===== src/queuePkg.sv =====
/* Shared widths, types and structs, key codes, scan prescale
   and the seven-segment pattern table */
`default_nettype none

package queuePkg;

  // Clk10M cycles per scan step, 8192 on the board
  localparam int ScanPrescale = 16;
  localparam int ScanCntW     = $clog2(ScanPrescale);
  localparam int DigitW       = 4;
  localparam int NumDigits    = 3;

  typedef logic [2:0]                  selT;      // Rows 0..3, digits 3..5
  typedef logic [2:0]                  colT;      // Active low, MSB is the left column
  typedef logic [3:0]                  keyCodeT;
  typedef logic [DigitW-1:0]           digitT;
  typedef logic [NumDigits*DigitW-1:0] bcdT;      // Hundreds in the top nibble
  typedef logic [6:0]                  segT;      // a..g, a is bit 6
  typedef logic [ScanCntW-1:0]         prescaleT;

  typedef struct packed {
    logic step;                                   // One cycle per scan step
    selT  sel;
  } scanT;

  typedef struct packed {
    logic    valid;                               // Key released
    keyCodeT code;
  } keyEventT;

  // Digit keys carry their own value
  localparam keyCodeT KeyStar = 4'd10;
  localparam keyCodeT KeyHash = 4'd11;
  localparam keyCodeT KeyNone = 4'd15;

  localparam colT ColIdle = 3'b111;

  // Display digit positions in the select rotation
  localparam selT SelHundreds = 3'd3;
  localparam selT SelTens     = 3'd4;
  localparam selT SelUnits    = 3'd5;

  localparam digitT    DigitBlank = 4'hF;
  localparam prescaleT ScanLast   = prescaleT'(ScanPrescale - 1);

  localparam segT SegBlank = 7'b0000000;

  localparam segT SegDigit [0:9] = '{
    7'b1111110,   // 0
    7'b0110000,   // 1
    7'b1101101,   // 2
    7'b1111001,   // 3
    7'b0110011,   // 4
    7'b1011011,   // 5
    7'b1011111,   // 6
    7'b1110000,   // 7
    7'b1111111,   // 8
    7'b1111011    // 9
  };

endpackage

`default_nettype wire

===== src/queuePanel.sv =====
/* Queue-number panel top level, scan timer, key scanner,
   ticket counter and display driver */
`timescale 1ns/1ps
`default_nettype none

module queuePanel (
  input  logic          Clk10M,
  input  logic          Clr,
  input  queuePkg::colT Co,
  output queuePkg::selT De,
  output queuePkg::segT Seg,
  output logic          KeyHeld
);

  queuePkg::scanT     scan;
  queuePkg::keyEventT keyEvent;
  queuePkg::bcdT      number;

  scanTimer scanTimer_i (
    .Clk10M (Clk10M),
    .Clr    (Clr),
    .scan   (scan)
  );

  keyScanner keyScanner_i (
    .Clk10M   (Clk10M),
    .Clr      (Clr),
    .scan     (scan),
    .Co       (Co),
    .keyEvent (keyEvent),
    .KeyHeld  (KeyHeld)
  );

  ticketCounter ticketCounter_i (
    .Clk10M   (Clk10M),
    .Clr      (Clr),
    .keyEvent (keyEvent),
    .number   (number)
  );

  // One select drives keypad rows and digit enables
  assign De = scan.sel;

  displayDriver displayDriver_i (
    .De     (De),
    .number (number),
    .Seg    (Seg)
  );

endmodule

`default_nettype wire


===== src/displayDriver.sv =====
/* Digit multiplexer and seven-segment decoder */
`timescale 1ns/1ps
`default_nettype none

module displayDriver (
  input  queuePkg::selT De,
  input  queuePkg::bcdT number,
  output queuePkg::segT Seg
);

  queuePkg::digitT digit;

  // Pick the digit for the enabled position
  always_comb
  begin
    case (De)
      queuePkg::SelHundreds:
        digit = number[2*queuePkg::DigitW +: queuePkg::DigitW];
      queuePkg::SelTens:
        digit = number[queuePkg::DigitW +: queuePkg::DigitW];
      queuePkg::SelUnits:
        digit = number[0 +: queuePkg::DigitW];
      default:
        digit = queuePkg::DigitBlank;    // Keypad rows 0..2 and selects 6, 7
    endcase
  end

  always_comb
  begin
    if (digit <= 4'd9)
      Seg = queuePkg::SegDigit[digit];
    else
      Seg = queuePkg::SegBlank;          // Illegal code shows dark
  end

endmodule

`default_nettype wire


===== src/ticketCounter.sv =====
/* Three-digit BCD queue number with digit entry,
   up step and down step */
`timescale 1ns/1ps
`default_nettype none

module ticketCounter (
  input  logic               Clk10M,
  input  logic               Clr,
  input  queuePkg::keyEventT keyEvent,
  output queuePkg::bcdT      number
);

  // BCD increment with ripple carry, 999 wraps to 000
  function automatic queuePkg::bcdT stepUp(queuePkg::bcdT n);
    queuePkg::bcdT   r;
    queuePkg::digitT d;
    logic            carry;
    r     = n;
    carry = 1'b1;
    for (int i = 0; i < queuePkg::NumDigits; i++)
    begin
      d = n[i*queuePkg::DigitW +: queuePkg::DigitW];
      if (carry)
      begin
        if (d == 4'd9)
          d = 4'd0;                      // Carry moves on
        else
        begin
          d     = d + 1'b1;
          carry = 1'b0;
        end
      end
      r[i*queuePkg::DigitW +: queuePkg::DigitW] = d;
    end
    return r;
  endfunction

  // BCD decrement with ripple borrow, 000 wraps to 999
  function automatic queuePkg::bcdT stepDown(queuePkg::bcdT n);
    queuePkg::bcdT   r;
    queuePkg::digitT d;
    logic            borrow;
    r      = n;
    borrow = 1'b1;
    for (int i = 0; i < queuePkg::NumDigits; i++)
    begin
      d = n[i*queuePkg::DigitW +: queuePkg::DigitW];
      if (borrow)
      begin
        if (d == 4'd0)
          d = 4'd9;
        else
        begin
          d      = d - 1'b1;
          borrow = 1'b0;
        end
      end
      r[i*queuePkg::DigitW +: queuePkg::DigitW] = d;
    end
    return r;
  endfunction

  function automatic logic allBcd(queuePkg::bcdT n);
    logic ok;
    ok = 1'b1;
    for (int i = 0; i < queuePkg::NumDigits; i++)
      if (n[i*queuePkg::DigitW +: queuePkg::DigitW] > 4'd9)
        ok = 1'b0;
    return ok;
  endfunction

  always_ff @(posedge Clk10M or posedge Clr)
  begin
    if (Clr)
      number <= '0;
    else if (keyEvent.valid)
    begin
      case (keyEvent.code)
        queuePkg::KeyHash: number <= stepUp(number);
        queuePkg::KeyStar: number <= stepDown(number);
        default:           number <= {number[2*queuePkg::DigitW-1:0], keyEvent.code};
      endcase
    end
  end

  // A blank digit entered by an illegal key is carried as it stands
  stepKeepsBcd: assert property (
    @(posedge Clk10M) disable iff (Clr)
      (keyEvent.valid && allBcd(number) &&
       (keyEvent.code == queuePkg::KeyHash || keyEvent.code == queuePkg::KeyStar))
      |=> allBcd(number)
  ) else $error("up or down step left a non-BCD digit");

endmodule

`default_nettype wire


===== src/keyScanner.sv =====
/* Keypad sampling, key decode, held-key lock
   and the release event */
`timescale 1ns/1ps
`default_nettype none

module keyScanner (
  input  logic               Clk10M,
  input  logic               Clr,
  input  queuePkg::scanT     scan,
  input  queuePkg::colT      Co,
  output queuePkg::keyEventT keyEvent,
  output logic               KeyHeld
);

  logic              locked;
  logic              relPulse;
  queuePkg::selT     heldRow;
  queuePkg::keyCodeT heldCode;

  // Row and column pattern to key code
  function automatic queuePkg::keyCodeT decodeKey(
    queuePkg::selT row,
    queuePkg::colT col
  );
    queuePkg::keyCodeT code;
    case ({row, col})
      6'b000_011: code = 4'd1;
      6'b000_101: code = 4'd2;
      6'b000_110: code = 4'd3;
      6'b001_011: code = 4'd4;
      6'b001_101: code = 4'd5;
      6'b001_110: code = 4'd6;
      6'b010_011: code = 4'd7;
      6'b010_101: code = 4'd8;
      6'b010_110: code = 4'd9;
      6'b011_011: code = queuePkg::KeyStar;
      6'b011_101: code = 4'd0;
      6'b011_110: code = queuePkg::KeyHash;
      default:    code = queuePkg::KeyNone;   // Two keys in a row and the like
    endcase
    return code;
  endfunction

  always_ff @(posedge Clk10M or posedge Clr)
  begin
    if (Clr)
    begin
      locked   <= 1'b0;
      relPulse <= 1'b0;
      heldRow  <= '0;
      heldCode <= queuePkg::KeyNone;
    end
    else
    begin
      relPulse <= 1'b0;
      if (scan.step)
      begin
        if (!locked && Co != queuePkg::ColIdle)
        begin
          locked   <= 1'b1;                 // New press
          heldRow  <= scan.sel;
          heldCode <= decodeKey(scan.sel, Co);
        end
        else if (locked && Co == queuePkg::ColIdle && scan.sel == heldRow)
        begin
          // Only the stored row can end the press
          locked   <= 1'b0;
          relPulse <= 1'b1;
        end
      end
    end
  end

  assign keyEvent = '{valid: relPulse, code: heldCode};
  assign KeyHeld  = locked;

  releaseAfterLock: assert property (
    @(posedge Clk10M) disable iff (Clr) relPulse |-> $past(locked)
  ) else $error("release strobe without a locked key");

endmodule

`default_nettype wire


===== src/scanTimer.sv =====
/* Scan prescaler and rotating select counter */
`timescale 1ns/1ps
`default_nettype none

module scanTimer (
  input  logic           Clk10M,
  input  logic           Clr,
  output queuePkg::scanT scan
);

  queuePkg::prescaleT preCnt;
  queuePkg::selT      sel;
  logic               step;

  // Strobe on the last count of each period
  assign step = (preCnt == queuePkg::ScanLast);

  always_ff @(posedge Clk10M or posedge Clr)
  begin
    if (Clr)
      preCnt <= '0;
    else if (step)
      preCnt <= '0;
    else
      preCnt <= preCnt + 1'b1;
  end

  // Keypad rows and display digits share this rotation
  always_ff @(posedge Clk10M or posedge Clr)
  begin
    if (Clr)
      sel <= '0;
    else if (step)
      sel <= sel + 1'b1;           // Wraps 7 to 0
  end

  assign scan = '{step: step, sel: sel};

  stepSingle: assert property (@(posedge Clk10M) disable iff (Clr) step |=> !step)
    else $error("scan step strobe high on two consecutive cycles");

endmodule

`default_nettype wire


===== config.mk =====
export PLATFORM = sky130hd
export DESIGN_NAME = queuePanel
export DESIGN_NICKNAME = d
export VERILOG_FILES = /design/src/queuePkg.sv /design/src/queuePanel.sv /design/src/displayDriver.sv /design/src/ticketCounter.sv /design/src/keyScanner.sv /design/src/scanTimer.sv
export SDC_FILE = /design/constraint.sdc
export NUM_CORES = 1
export LEC_CHECK = 0
export ABC_AREA = 1
export BUFFER_PORTS_ARGS = -buffer_cell sky130_fd_sc_hd__clkbuf_2
export CORE_MARGIN = 2
export CORE_UTILIZATION = 50
export CTS_CLUSTER_SIZE = 40
export DETAILED_ROUTE_END_ITERATION = 8
export PLACE_DENSITY_LB_ADDON = 0.05
export SKIP_CTS_REPAIR_TIMING = 1
export SYNTH_ARGS = -nofsm -noshare
export SYNTH_HDL_FRONTEND = slang
export SYNTH_SLANG_ARGS = --single-unit

===== constraint.sdc =====
create_clock -name Clk10M -period 2.2 [get_ports Clk10M]
set_clock_uncertainty 0.1 [all_clocks]
set_input_delay 0.44 -clock Clk10M [delete_from_list [all_inputs] [get_ports Clk10M]]
set_output_delay 0.44 -clock Clk10M [all_outputs]
set_load 0.005 [all_outputs]

==> impl_metrics.ini <==
[synth]
yosys_warnings = 0
async_sr_flop_fraction_pct = 100
avgSynthCellArea_sq_um = 7.07
yosys.cell_types.count = 34
netlist_top_cells_area = sky130_fd_sc_hd__dfrtp_1 25%, sky130_fd_sc_hd__nand2_1 15%, sky130_fd_sc_hd__ha_1 11%
synth.top_cell.area_share_pct = 24.6
seq_area_frac_synth_pct = 28.9
post-synth-top-area-cell = sky130_fd_sc_hd__dfrtp_1
synthFlopType = sky130_fd_sc_hd__dfrtp_1
synth_seq_cells = 28
synth_enable_flop_cells = 0
synth.cell_area_sq_um = 2440
syn_nets = 372
postSynthCellCount = 346

[setup_path]
setup.worst_path.class = register to primary output
worst_setup_ep = Seg[0]
timing.reg2reg.worst_path_depth = 10
crit_path_max_fanout = 6
worst_ep_required_time_ns = 1.66
crit_arrival_ns = 2.05
crit_start = scanTimer_i.sel[0]
type_of_element_capturing_the_critical_path = primary output
setup.reg_to_reg.worst_slack_ns = 0.28
startpoint_type_of_the_worst_setup_path = register
reg2reg_end = ticketCounter_i.number[9]
rr_startpoint = ticketCounter_i.number[1]

[cts]
clk_latency_ns = 0.28
h-tree-depth = 1
cts_tree = done
cts-root-buf = sky130_fd_sc_hd__clkbuf_8
clk_path_buf_depth = 2
cts_buffers = 3
cts_sinks = 28
clkTransAtPathRegs_ns = 0.11

[global_routing]
grt_start_max_net_pins = 18
grt.total_usage_pct = 22.0
globalRouteOverflowTotal = 0
grt_pass1_vias = 2118
number_of_antenna_violations_at_the_first_check_in_global_routing = 0
global_route_wire_length_before_repair_microns = 9440
global_route.usage.met1_pct = 28.8
top_usage_layer = met2
use_met2_pct = 38.0
groute.layer.met3.usage_pct = 2.74

[floorplanning]
die_area_sq_um = 5460
dieWidth_microns = 73.9
floorplan.initialDensity_pct = 51.8
placement_rows = 25
dieHeight_microns = 73.9
placeableCoreArea_sq_um = 4720
design.portCount = 16

[detailed_routing]
drt_first_pass_iters = 5
first_iter_violations = 90
vias = 2348
drc = 0
finalWirelength_microns = 5630
routed_wl_per_cell_microns = 12.2
routed_via_density = 5.08
final_antenna_violating_net_count = 0

[timing]
setup-violations-final = 7
fin_tns_setup_ns = -2.69
finalHoldWorstSlack_ns = 0.112
worst_pin_slew_ns = 0.669
worst_slew_margin_rel_pct = 55.4
slew_violations = 0
timing.final.hold_violations = 0
worst_slack_ns = -0.391
max_freq_ghz = 0.386
post-route-min-period_ns = 2.59
min_period_over_period_pct = 118
rsz0062_at_grt = true

[power]
power.density_cell_area_nw_per_um2 = 360
vdd_drop_max_mv = 0.361
p_total_mw = 1.08
static-leakage-power_nw = 1.65

[cells_and_area]
layout.cells.non_filler = 462
area_growth_pct = 22.4
final_nets = 422
post_route_cells_drive_above_1_share_pct = 28.4
antenna_cells_inserted = 0

[status]
status = complete, but fails checks
violations = negative setup slack

[placed_design]
place_congestion = 0.857
portBuffers = 15
placedCellCount = 452
place.detailed.hpwl_microns = 4440

[hold_path]
worstHoldPathType = input pin to asynchronous set/reset pin

[flow_run]
maxCapViolCount = 0
metal layers:
metal / up-vias / part of all wire (%) / wire, microns
met5: - / 0 / 0
li1: 1215 / - / -
met1: 1075 / 44 / 2470
met3: 6 / 3.9 / 221
met2: 52 / 51 / 2860
met4: 0 / 1.3 / 75
power breakdown:
group	internal, mW	total [mW]	switching [mW]
logic	0.0418	0.123	0.0811
clock network	0.244	0.418	0.174
registers	0.527	0.538	0.0104
total	0.813	1.08	0.265
sequential cells by signal, indices dropped and copies added, names as in the netlist:
| register | count |
|---|---|
| scanTimer_i.preCnt | 4 |
| keyScanner_i.relPulse | 1 |
| keyScanner_i.heldRow | 3 |
| keyScanner_i.heldCode | 4 |
| ticketCounter_i.number | 12 |
| scanTimer_i.sel | 3 |
| keyScanner_i.KeyHeld | 1 |
synthesized netlist by cell type (4+ instances only):
cell	count
sky130_fd_sc_hd__o211ai_1	7
sky130_fd_sc_hd__nand4_1	9
sky130_fd_sc_hd__nand3_1	39
sky130_fd_sc_hd__nor2_1	26
sky130_fd_sc_hd__inv_1	43
sky130_fd_sc_hd__ha_1	21
sky130_fd_sc_hd__nor2_2	4
sky130_fd_sc_hd__nand2_2	6
sky130_fd_sc_hd__nand2_1	96
sky130_fd_sc_hd__a21oi_1	8
sky130_fd_sc_hd__dfrtp_1	24
sky130_fd_sc_hd__inv_2	7
sky130_fd_sc_hd__dfstp_2	4
sky130_fd_sc_hd__o21ai_0	11
sky130_fd_sc_hd__xor2_1	7
metrics by stage:
step | util (%) | instance area (sq um) | setup slack [ns]
after floorplan | - | 2480 | 0.00825
after CTS | 61.3 | 2900 | -0.493
after detailed placement | 59.8 | 2830 | -0.175
final | 63.4 | 2990 | -0.391
after global placement | 59.8 | 2830 | -0.112
after global routing | 63.4 | 2990 | -0.529
kinds of logic after synthesis:
logic type / synth area share, %
compound gates: 9.11
xor+xnor: 3.22
simple gates: 38.6
flops: 28.9
fa+ha+maj: 10.7
buf+inv: 9.42
how the worst min path moves through the flow:
stage                     slack, ns  cells past startpoint             startpoint                         to
after floorplan                0.37                      1  scanTimer_i.preCnt[1]      scanTimer_i.preCnt[1]
after global placement         0.38                      1  scanTimer_i.preCnt[1]      scanTimer_i.preCnt[1]
after detailed placement       0.38                      1  scanTimer_i.preCnt[1]      scanTimer_i.preCnt[1]
after CTS                      0.14                      2                    Clr  ticketCounter_i.number[6]
after global routing           0.16                      2                    Clr  ticketCounter_i.number[6]
final                          0.11                      2                    Clr  ticketCounter_i.number[6]
worst max-delay path, cell delays in order (launching register included):
cell and delay [ns]:
sky130_fd_sc_hd__dfrtp_2 0.46, sky130_fd_sc_hd__ha_4 0.18, sky130_fd_sc_hd__ha_4 0.17, sky130_fd_sc_hd__nand2_2 0.07
sky130_fd_sc_hd__o21ai_1 0.06, sky130_fd_sc_hd__nor2_1 0.12, sky130_fd_sc_hd__nand2_1 0.09, sky130_fd_sc_hd__ha_2 0.18
sky130_fd_sc_hd__inv_2 0.05, sky130_fd_sc_hd__nand2_2 0.05, sky130_fd_sc_hd__nand2_4 0.09, sky130_fd_sc_hd__nand2_2 0.06
sky130_fd_sc_hd__nand2_1 0.06, sky130_fd_sc_hd__inv_1 0.03, sky130_fd_sc_hd__clkbuf_2 0.10
layout by cell type, fill, tap and decap left out:
cell                         n
sky130_fd_sc_hd__a21oi_1     7
sky130_fd_sc_hd__a21oi_2     2
sky130_fd_sc_hd__a22oi_1     3
sky130_fd_sc_hd__a31oi_1     3
sky130_fd_sc_hd__and3_1      1
sky130_fd_sc_hd__buf_2       1
sky130_fd_sc_hd__buf_4      34
sky130_fd_sc_hd__bufinv_16   1
sky130_fd_sc_hd__clkbuf_2   14
sky130_fd_sc_hd__clkbuf_8    3
sky130_fd_sc_hd__clkinv_1    1
sky130_fd_sc_hd__dfrtp_1    22
sky130_fd_sc_hd__dfrtp_2     2
sky130_fd_sc_hd__dfstp_2     4
sky130_fd_sc_hd__ha_1       15
sky130_fd_sc_hd__ha_2        4
sky130_fd_sc_hd__ha_4        2
sky130_fd_sc_hd__inv_1      39
sky130_fd_sc_hd__inv_2      11
sky130_fd_sc_hd__inv_4       2
sky130_fd_sc_hd__nand2_1    91
sky130_fd_sc_hd__nand2_2     9
sky130_fd_sc_hd__nand2_4     5
sky130_fd_sc_hd__nand3_1    36
sky130_fd_sc_hd__nand3_2     4
sky130_fd_sc_hd__nand3_4     2
sky130_fd_sc_hd__nand3b_1    1
sky130_fd_sc_hd__nand4_1     9
sky130_fd_sc_hd__nor2_1     24
sky130_fd_sc_hd__nor2_2      5
sky130_fd_sc_hd__nor2_4      4
sky130_fd_sc_hd__nor2_8      2
sky130_fd_sc_hd__nor4_1      1
sky130_fd_sc_hd__o211ai_1    7
sky130_fd_sc_hd__o21ai_0    10
sky130_fd_sc_hd__o21ai_1     3
sky130_fd_sc_hd__o21ai_2     1
sky130_fd_sc_hd__o22ai_1     1
sky130_fd_sc_hd__xnor2_1     2
sky130_fd_sc_hd__xor2_1      7
cell type report:
type                    instances  area, sq um
clock inverters                 1         30.0
clock buffers                   3         41.3
multi-input cells             261         1600
flip-flops and latches         28          708
fillers                       440         1730
inverters                      53          204
repair buffers                 49          330
well taps                      67         83.8
No activity file was read; power rests on OpenSTA's default activity.
